File: config.mk
export PLATFORM = sky130hd
export DESIGN_NAME = tl_socket_1n
export DESIGN_NICKNAME = d
export VERILOG_FILES = /design/src/source/tl_pkg.sv /design/src/source/socket_cfg_pkg.sv /design/src/source/tl_route_decoder.sv /design/src/source/tl_burst_tracker.sv /design/src/source/rr_arbiter.sv /design/src/source/tl_socket_1n.sv
export SDC_FILE = /design/constraint.sdc
export NUM_CORES = 1
export LEC_CHECK = 0
export ABC_AREA = 1
export BUFFER_PORTS_ARGS = -buffer_cell sky130_fd_sc_hd__buf_2
export CAP_MARGIN = 10
export CELL_PAD_IN_SITES_DETAIL_PLACEMENT = 0
export CELL_PAD_IN_SITES_GLOBAL_PLACEMENT = 2
export CORE_AREA = 5 5 200 202
export CTS_CLUSTER_SIZE = 8
export DETAILED_ROUTE_END_ITERATION = 8
export DIE_AREA = 0 0 205 207
export PLACE_DENSITY = 0.76
export SYNTH_ARGS = -nofsm -noshare
export SYNTH_HDL_FRONTEND = slang
export SYNTH_SLANG_ARGS = --single-unit
File: constraint.sdc
create_clock -name clk_i -period 2.5 [get_ports clk_i]
set_input_delay 0.5 -clock clk_i [delete_from_list [all_inputs] [get_ports clk_i]]
set_output_delay 0.5 -clock clk_i [all_outputs]
set_load 0.01 [all_outputs]
File: src/source/tl_pkg.sv
package tl_pkg;

  // Field widths of the host and device links
  localparam int unsigned AddrWidth   = 32;
  localparam int unsigned DataWidth   = 32;
  localparam int unsigned MaskWidth   = DataWidth / 8;
  localparam int unsigned SourceWidth = 4;
  localparam int unsigned SinkWidth   = 2;
  localparam int unsigned SizeWidth   = 3;

  // Largest message is 2**MaxSize bytes
  localparam int unsigned MaxSize      = 4;
  localparam int unsigned BeatBytesLog = 2;

  // Wide enough to hold the beat count of the largest message
  localparam int unsigned BeatCountWidth = MaxSize - BeatBytesLog + 1;

  typedef enum logic [2:0] {
    PutFullData  = 3'd0,
    Get          = 3'd4,
    AcquireBlock = 3'd6
  } tl_a_op_e;

  typedef enum logic [2:0] {
    AccessAck     = 3'd0,
    AccessAckData = 3'd1,
    Grant         = 3'd4,
    GrantData     = 3'd5
  } tl_d_op_e;

  // Beats in a D message
  // Only the data-carrying opcodes span more than one beat
  function automatic logic [BeatCountWidth-1:0] tl_beats(input tl_d_op_e opcode,
                                                        input logic [SizeWidth-1:0] size);
    logic [SizeWidth-1:0]      eff_size;
    logic [BeatCountWidth-1:0] beats;
    eff_size = (size > SizeWidth'(MaxSize)) ? SizeWidth'(MaxSize) : size;
    beats    = BeatCountWidth'(1);
    if ((opcode inside {AccessAckData, GrantData}) && (eff_size > SizeWidth'(BeatBytesLog))) begin
      beats = BeatCountWidth'(1) << (eff_size - SizeWidth'(BeatBytesLog));
    end
    return beats;
  endfunction

endpackage

File: src/source/socket_cfg_pkg.sv
package socket_cfg_pkg;
  import tl_pkg::*;

  // Device links behind the socket
  localparam int unsigned NumLinks  = 3;
  localparam int unsigned LinkWidth = 2;

  // Address routing table, highest index listed first
  // Overlapping ranges resolve to the entry with the larger index
  // An address outside every range goes to link 0
  localparam int unsigned NumAddressRange = 3;

  localparam logic [NumAddressRange-1:0][AddrWidth-1:0] AddressBase = {
    32'h2800_0000,
    32'h2000_0000,
    32'h1000_0000
  };
  localparam logic [NumAddressRange-1:0][AddrWidth-1:0] AddressMask = {
    32'h00FF_FFFF,
    32'h0FFF_FFFF,
    32'h0FFF_FFFF
  };
  localparam logic [NumAddressRange-1:0][LinkWidth-1:0] AddressLink = {
    2'd1,
    2'd2,
    2'd1
  };

  // Sink routing table for the E channel, highest index listed first
  localparam int unsigned NumSinkRange = 3;

  localparam logic [NumSinkRange-1:0][SinkWidth-1:0] SinkBase = {2'd0, 2'd2, 2'd1};
  localparam logic [NumSinkRange-1:0][SinkWidth-1:0] SinkMask = {2'd0, 2'd0, 2'd0};
  localparam logic [NumSinkRange-1:0][LinkWidth-1:0] SinkLink = {2'd0, 2'd2, 2'd1};

endpackage

File: src/source/tl_route_decoder.sv
`timescale 1ns/10ps

module tl_route_decoder import tl_pkg::*; import socket_cfg_pkg::*; (
  input  logic [AddrWidth-1:0] a_address_i,
  input  logic [SinkWidth-1:0] e_sink_i,
  output logic [LinkWidth-1:0] a_link_o,
  output logic [LinkWidth-1:0] e_link_o
);

  // Address lookup
  // Later entries overwrite earlier ones, so the highest matching index wins
  always_comb begin
    a_link_o = '0;
    for (int i = 0; i < NumAddressRange; i++) begin
      if ((a_address_i & ~AddressMask[i]) == AddressBase[i]) begin
        a_link_o = AddressLink[i];
      end
    end
  end

  // Sink lookup for acknowledgements
  always_comb begin
    e_link_o = '0;
    for (int i = 0; i < NumSinkRange; i++) begin
      if ((e_sink_i & ~SinkMask[i]) == SinkBase[i]) begin
        e_link_o = SinkLink[i];
      end
    end
  end

endmodule

File: src/source/tl_burst_tracker.sv
`timescale 1ns/10ps

module tl_burst_tracker import tl_pkg::*; (
  input  logic                 clk_i,
  input  logic                 rst_ni,
  input  logic                 d_fire_i,
  input  tl_d_op_e             d_opcode_i,
  input  logic [SizeWidth-1:0] d_size_i,
  output logic                 d_last_o
);

  logic [BeatCountWidth-1:0] beat_idx_q;
  logic [BeatCountWidth-1:0] d_len;

  // Length comes from the beat currently on the link
  assign d_len = tl_beats(d_opcode_i, d_size_i);

  assign d_last_o = (beat_idx_q == (d_len - BeatCountWidth'(1)));

  // Beat index within the current message
  always_ff @(posedge clk_i or negedge rst_ni) begin
    if (!rst_ni) begin
      beat_idx_q <= '0;
    end else if (d_fire_i) begin
      if (d_last_o) begin
        beat_idx_q <= '0;
      end else begin
        beat_idx_q <= beat_idx_q + BeatCountWidth'(1);
      end
    end
  end

endmodule

File: src/source/rr_arbiter.sv
`timescale 1ns/10ps

module rr_arbiter import socket_cfg_pkg::*; (
  input  logic                clk_i,
  input  logic                rst_ni,
  input  logic                enable_i,
  input  logic [NumLinks-1:0] request_i,
  output logic [NumLinks-1:0] grant_o
);

  logic [LinkWidth-1:0] prio_q;
  logic [LinkWidth-1:0] winner;
  logic                 found;

  // Search starts at the priority pointer and wraps around
  always_comb begin
    int unsigned idx;
    grant_o = '0;
    winner  = '0;
    found   = 1'b0;
    for (int unsigned off = 0; off < NumLinks; off++) begin
      idx = prio_q + off;
      if (idx >= NumLinks) begin
        idx = idx - NumLinks;
      end
      if (!found && request_i[idx]) begin
        found  = 1'b1;
        winner = LinkWidth'(idx);
      end
    end
    if (enable_i && found) begin
      grant_o[winner] = 1'b1;
    end
  end

  // Winner drops to lowest priority on the next round
  always_ff @(posedge clk_i or negedge rst_ni) begin
    if (!rst_ni) begin
      prio_q <= '0;
    end else if (enable_i && found) begin
      if (winner == LinkWidth'(NumLinks - 1)) begin
        prio_q <= '0;
      end else begin
        prio_q <= winner + LinkWidth'(1);
      end
    end
  end

endmodule

File: src/source/tl_socket_1n.sv
`timescale 1ns/10ps

module tl_socket_1n import tl_pkg::*; import socket_cfg_pkg::*; (
  input  logic                                  clk_i,
  input  logic                                  rst_ni,

  // Host A channel
  input  logic                                  host_a_valid_i,
  output logic                                  host_a_ready_o,
  input  tl_a_op_e                              host_a_opcode_i,
  input  logic [SizeWidth-1:0]                  host_a_size_i,
  input  logic [SourceWidth-1:0]                host_a_source_i,
  input  logic [AddrWidth-1:0]                  host_a_address_i,
  input  logic [MaskWidth-1:0]                  host_a_mask_i,
  input  logic [DataWidth-1:0]                  host_a_data_i,

  // Device A channels
  output logic [NumLinks-1:0]                   dev_a_valid_o,
  input  logic [NumLinks-1:0]                   dev_a_ready_i,
  output tl_a_op_e [NumLinks-1:0]               dev_a_opcode_o,
  output logic [NumLinks-1:0][SizeWidth-1:0]    dev_a_size_o,
  output logic [NumLinks-1:0][SourceWidth-1:0]  dev_a_source_o,
  output logic [NumLinks-1:0][AddrWidth-1:0]    dev_a_address_o,
  output logic [NumLinks-1:0][MaskWidth-1:0]    dev_a_mask_o,
  output logic [NumLinks-1:0][DataWidth-1:0]    dev_a_data_o,

  // Device D channels
  input  logic [NumLinks-1:0]                   dev_d_valid_i,
  output logic [NumLinks-1:0]                   dev_d_ready_o,
  input  tl_d_op_e [NumLinks-1:0]               dev_d_opcode_i,
  input  logic [NumLinks-1:0][SizeWidth-1:0]    dev_d_size_i,
  input  logic [NumLinks-1:0][SourceWidth-1:0]  dev_d_source_i,
  input  logic [NumLinks-1:0][SinkWidth-1:0]    dev_d_sink_i,
  input  logic [NumLinks-1:0]                   dev_d_denied_i,
  input  logic [NumLinks-1:0][DataWidth-1:0]    dev_d_data_i,

  // Host D channel
  output logic                                  host_d_valid_o,
  input  logic                                  host_d_ready_i,
  output tl_d_op_e                              host_d_opcode_o,
  output logic [SizeWidth-1:0]                  host_d_size_o,
  output logic [SourceWidth-1:0]                host_d_source_o,
  output logic [SinkWidth-1:0]                  host_d_sink_o,
  output logic                                  host_d_denied_o,
  output logic [DataWidth-1:0]                  host_d_data_o,

  // Host E channel
  input  logic                                  host_e_valid_i,
  input  logic [SinkWidth-1:0]                  host_e_sink_i,
  output logic                                  host_e_ready_o,

  // Device E channels
  output logic [NumLinks-1:0]                   dev_e_valid_o,
  output logic [NumLinks-1:0][SinkWidth-1:0]    dev_e_sink_o,
  input  logic [NumLinks-1:0]                   dev_e_ready_i
);

  logic [LinkWidth-1:0] a_link;
  logic [LinkWidth-1:0] e_link;

  tl_route_decoder u_route_decoder (
    .a_address_i (host_a_address_i),
    .e_sink_i    (host_e_sink_i),
    .a_link_o    (a_link),
    .e_link_o    (e_link)
  );

  ////////////////////////////////////////////////////////////////////////////
  // A channel demultiplexer
  ////////////////////////////////////////////////////////////////////////////

  logic [NumLinks-1:0] a_ready_sel;

  for (genvar i = 0; i < NumLinks; i++) begin : g_a_fanout
    assign dev_a_valid_o[i]   = host_a_valid_i && (a_link == LinkWidth'(i));
    assign a_ready_sel[i]     = (a_link == LinkWidth'(i)) && dev_a_ready_i[i];

    // Fields go to every link, only valid is steered
    assign dev_a_opcode_o[i]  = host_a_opcode_i;
    assign dev_a_size_o[i]    = host_a_size_i;
    assign dev_a_source_o[i]  = host_a_source_i;
    assign dev_a_address_o[i] = host_a_address_i;
    assign dev_a_mask_o[i]    = host_a_mask_i;
    assign dev_a_data_o[i]    = host_a_data_i;
  end

  assign host_a_ready_o = |a_ready_sel;

  ////////////////////////////////////////////////////////////////////////////
  // D channel arbitration
  ////////////////////////////////////////////////////////////////////////////

  logic [NumLinks-1:0] d_grant;
  logic                d_locked_q;
  logic [NumLinks-1:0] d_select_q;
  logic                d_fire;
  logic                d_last;

  rr_arbiter u_d_arbiter (
    .clk_i     (clk_i),
    .rst_ni    (rst_ni),
    .enable_i  (!d_locked_q),
    .request_i (dev_d_valid_i),
    .grant_o   (d_grant)
  );

  assign d_fire = host_d_valid_o && host_d_ready_i;

  // Beat counting on the host side decides when a burst ends
  tl_burst_tracker u_d_tracker (
    .clk_i      (clk_i),
    .rst_ni     (rst_ni),
    .d_fire_i   (d_fire),
    .d_opcode_i (host_d_opcode_o),
    .d_size_i   (host_d_size_o),
    .d_last_o   (d_last)
  );

  // Hold the selected link until the last beat of its message
  always_ff @(posedge clk_i or negedge rst_ni) begin
    if (!rst_ni) begin
      d_locked_q <= 1'b0;
      d_select_q <= '0;
    end else if (d_locked_q) begin
      if (d_fire && d_last) begin
        d_locked_q <= 1'b0;
      end
    end else if (|d_grant) begin
      d_locked_q <= 1'b1;
      d_select_q <= d_grant;
    end
  end

  for (genvar i = 0; i < NumLinks; i++) begin : g_d_ready
    assign dev_d_ready_o[i] = d_locked_q && d_select_q[i] && host_d_ready_i;
  end

  // Selected device drives the host link
  always_comb begin
    host_d_valid_o  = 1'b0;
    host_d_opcode_o = AccessAck;
    host_d_size_o   = '0;
    host_d_source_o = '0;
    host_d_sink_o   = '0;
    host_d_denied_o = 1'b0;
    host_d_data_o   = '0;
    if (d_locked_q) begin
      for (int i = 0; i < NumLinks; i++) begin
        if (d_select_q[i]) begin
          host_d_valid_o  = dev_d_valid_i[i];
          host_d_opcode_o = dev_d_opcode_i[i];
          host_d_size_o   = dev_d_size_i[i];
          host_d_source_o = dev_d_source_i[i];
          host_d_sink_o   = dev_d_sink_i[i];
          host_d_denied_o = dev_d_denied_i[i];
          host_d_data_o   = dev_d_data_i[i];
        end
      end
    end
  end

  ////////////////////////////////////////////////////////////////////////////
  // E channel demultiplexer
  ////////////////////////////////////////////////////////////////////////////

  logic [NumLinks-1:0] e_ready_sel;

  for (genvar i = 0; i < NumLinks; i++) begin : g_e_fanout
    assign dev_e_valid_o[i] = host_e_valid_i && (e_link == LinkWidth'(i));
    assign dev_e_sink_o[i]  = host_e_sink_i;
    assign e_ready_sel[i]   = (e_link == LinkWidth'(i)) && dev_e_ready_i[i];
  end

  assign host_e_ready_o = |e_ready_sel;

endmodule

==> results.py <==
metrics = {
    "timing": {
        "finClkSkew_ns": 0.003846,
        "finalMaxSlewViolations": 0,
        "fmax_ghz": 0.4378,
        "hold_viol": 0,
        "worst_slew_pin_slew_ns": 0.4638,
        "fin_tns_setup_ns": 0,
        "whs_ns": 0.1154,
        "max-slew-margin-rel": 0.6879,
        "rsz0062_at_grt": "false",
        "fin_ws_ns": 0.2159,
        "period_share": 0.9136,
        "finalSetupViolations": 0,
        "period_needed_ns": 2.284,
    },
    "flow_run": {
        "maxCapViolCount": 0,
    },
    "setup_path": {
        "slowest_delay_ns": 0.42,
        "path_cells": "inv_2, buf_4, o21ai_0, a21oi_1, buf_2",
        "critPathMaxFanout": 19,
        "r2r_setup_slack_ns": 0.53,
        "required_ns": 2.00,
        "worstSetupStartpointType": "register",
        "crit_slowest_cell": "dfrtp_2",
        "critPathCapture": "host_d_data_o[7]",
        "rr_worst_depth": 12,
        "worst_setup_path_startpoint": "d_select_q[2]",
        "r2r_end": "d_locked_q",
        "endpoint_kind": "primary output",
        "worstReg2RegStart": "d_select_q[2]",
        "worstPathArrival_ns": 1.78,
        "critPathKind": "reg -> out",
    },
    "clock_network": {
        "post_cts_buffers": 0,
        "clk_pin_slew_ns": 0.04,
        "cts_tree": "done",
        "h-tree-depth": 1,
        "cts_root_buffer": "clkbuf_16",
        "cts.path.max_buffers": 2,
        "cts_sinks": 9,
        "cts_resized": 0,
        "holdBufCountCts": 0,
        "numCtsBuffers": 3,
        "clk_latency_ns": 0.23,
    },
    "synth": {
        "ys_warn_count": 0,
        "synth_ff_type": "dfrtp_1",
        "syn_inst": 601,
        "ys_seq_elements": 9,
        "async_flop_share": 1.000,
        "yosys.area.top_type": "buf_4",
        "syn_area_per_cell_sq_um": 6.048,
        "synth.area.top_cells": "buf_4, a21oi_1, nand2_1, o21ai_0, dfrtp_1",
        "ys_top_cells_by_count": "buf_4, nand2_1, a21oi_1",
        "synth-seq-area-share": 0.06196,
        "syn-cell-area_sq_um": 3635,
        "synth.top_cell.area_share": 0.4978,
        "ys_types": 22,
        "synth_most_common_cell": "buf_4",
        "syn-num-nets": 835,
        "synth_edf_count": 0,
    },
    "place": {
        "gp_congestion": 0.7178,
        "port_buffers": 245,
        "preCtsSetupSlack_ns": 0.3494,
        "dp_hpwl_mm": 13.23,
    },
    "die": {
        "die_w_um": 205,
        "rows": 72,
        "coreArea_sq_um": 38110,
        "initial_core_util": 0.09538,
        "die_area_sq_um": 42440,
        "ios": 526,
        "die_height_um": 207,
    },
    "grt": {
        "grtUsageTotal": 0.06596,
        "grt_pass1_wl_mm": 21.69,
        "grt-busiest-layer": "met2",
        "grt-ovfl-total": 0,
        "antenna_found_initial": 4,
        "use_met3": 0.03018,
        "use_met2": 0.1156,
        "grt_max_degree": 47,
        "grt_pass1_vias": 3530,
        "grt_use_met1": 0.06474,
    },
    "worst_hold_path": {
        "worstHoldPathType": "in -> async",
    },
    "detailed_routing": {
        "detail-route-antenna-nets": 0,
        "drt_first_pass_iters": 5,
        "drc_errors": 0,
        "wl_per_cell_um": 14.10,
        "vias": 3560,
        "routed_wl_mm": 15.75,
        "via_per_inst": 3.187,
        "detail_route.iter0.violations": 152,
    },
    "cells_and_area": {
        "multiInputGateArea_sq_um": 1379,
        "n_fill_cell": 4547,
        "finalNetCount": 834,
        "drive_above_1_share": 0.4524,
        "syn_to_final_growth_pct": 4.613,
        "finalCoreUtilization": 0.09978,
        "seq_area_sq_um": 229.0,
        "antenna_cells": 0,
    },
    "power": {
        "leakage_nw": 1.940,
        "power_frac_clock": 0.071,
        "power.switching_mw": 2.313,
        "p_sw_frac": 0.5842,
        "power_frac_seq": 0.073,
        "combPwrFrac": 0.856,
        "peakVddDrop_mv": 0.3288,
        "internal_power_mw": 1.647,
        "p_per_area_nw_per_um2": 1041,
    },
    "run_status": {
        "status": "finished clean",
    },
}
## critical path: cells and delay by family (launching register included)
kind,cells,cell delay [ns]
buf+inv,3,0.81
flops,1,0.42
compound gates,2,0.33
## sequential cells by signal, indices dropped and copies added, names as in the netlist
signal / count
u_d_arbiter.prio_q: 2
d_select_q: 3
u_d_tracker.beat_idx_q: 3
d_locked_q: 1
## area by class of cell
class / count / area share
tap: 518 / 0.1705
inverter: 35 / 0.03455
sequential: 9 / 0.06022
clock buffer: 4 / 0.02073
multi-input combinational: 293 / 0.3626
timing repair buffer: 258 / 0.3514
## placed cells by master, fill, tap and decap left out, types with 5 or more instances in the layout
cell type	n
nand2_1	101
o21ai_0	47
inv_1	32
nand3_1	11
ha_1	5
nor3_1	5
nor2_1	22
buf_2	245
dfrtp_1	6
buf_4	12
a21oi_1	91
## worst min path at each step
stage / endpoint / startpoint
global route: u_d_tracker.beat_idx_q[0] / rst_ni
detailed placement: u_d_tracker.beat_idx_q[0] / rst_ni
CTS: u_d_tracker.beat_idx_q[0] / rst_ni
floorplan: d_locked_q / rst_ni
finish: u_d_tracker.beat_idx_q[0] / rst_ni
global placement: u_d_tracker.beat_idx_q[0] / rst_ni
## metal layers
layer	routed length, um	vias up	share of wire
met5	55	-	0.0035
met1	5335	1524	0.34
met4	935	8	0.059
met2	7266	247	0.46
li1	-	1682	-
met3	2159	99	0.14
## power by group through the flow
stage,combinational [mW],sequential [mW],clock (mW)
final,3.39,0.288,0.281
after floorplan,2.35,0.258,0
after CTS,3.50,0.293,0.285
after global routing,3.81,0.302,0.295
after detailed placement,3.49,0.293,0
after global placement,3.48,0.292,0
## kinds of logic (layout without fill, tap and decap cells)
family	count (synthesis)	in the layout	share of synthesized area
flops	9	9	0.06196
simple gates	144	144	0.1590
xor+xnor	1	1	0.002410
fa+ha+maj	5	5	0.01721
buf+inv	299	297	0.5587
compound gates	143	143	0.2007
## through the flow
step	std cells	power, mW	cell area [sq um]
floorplan	601	2.610	3635
global placement	1113	3.768	3724
detailed placement	1113	3.787	3724
CTS	1117	4.083	3802
global route	1117	4.406	3802
finish	1117	3.960	3802
(Power assumes the default switching activity.)
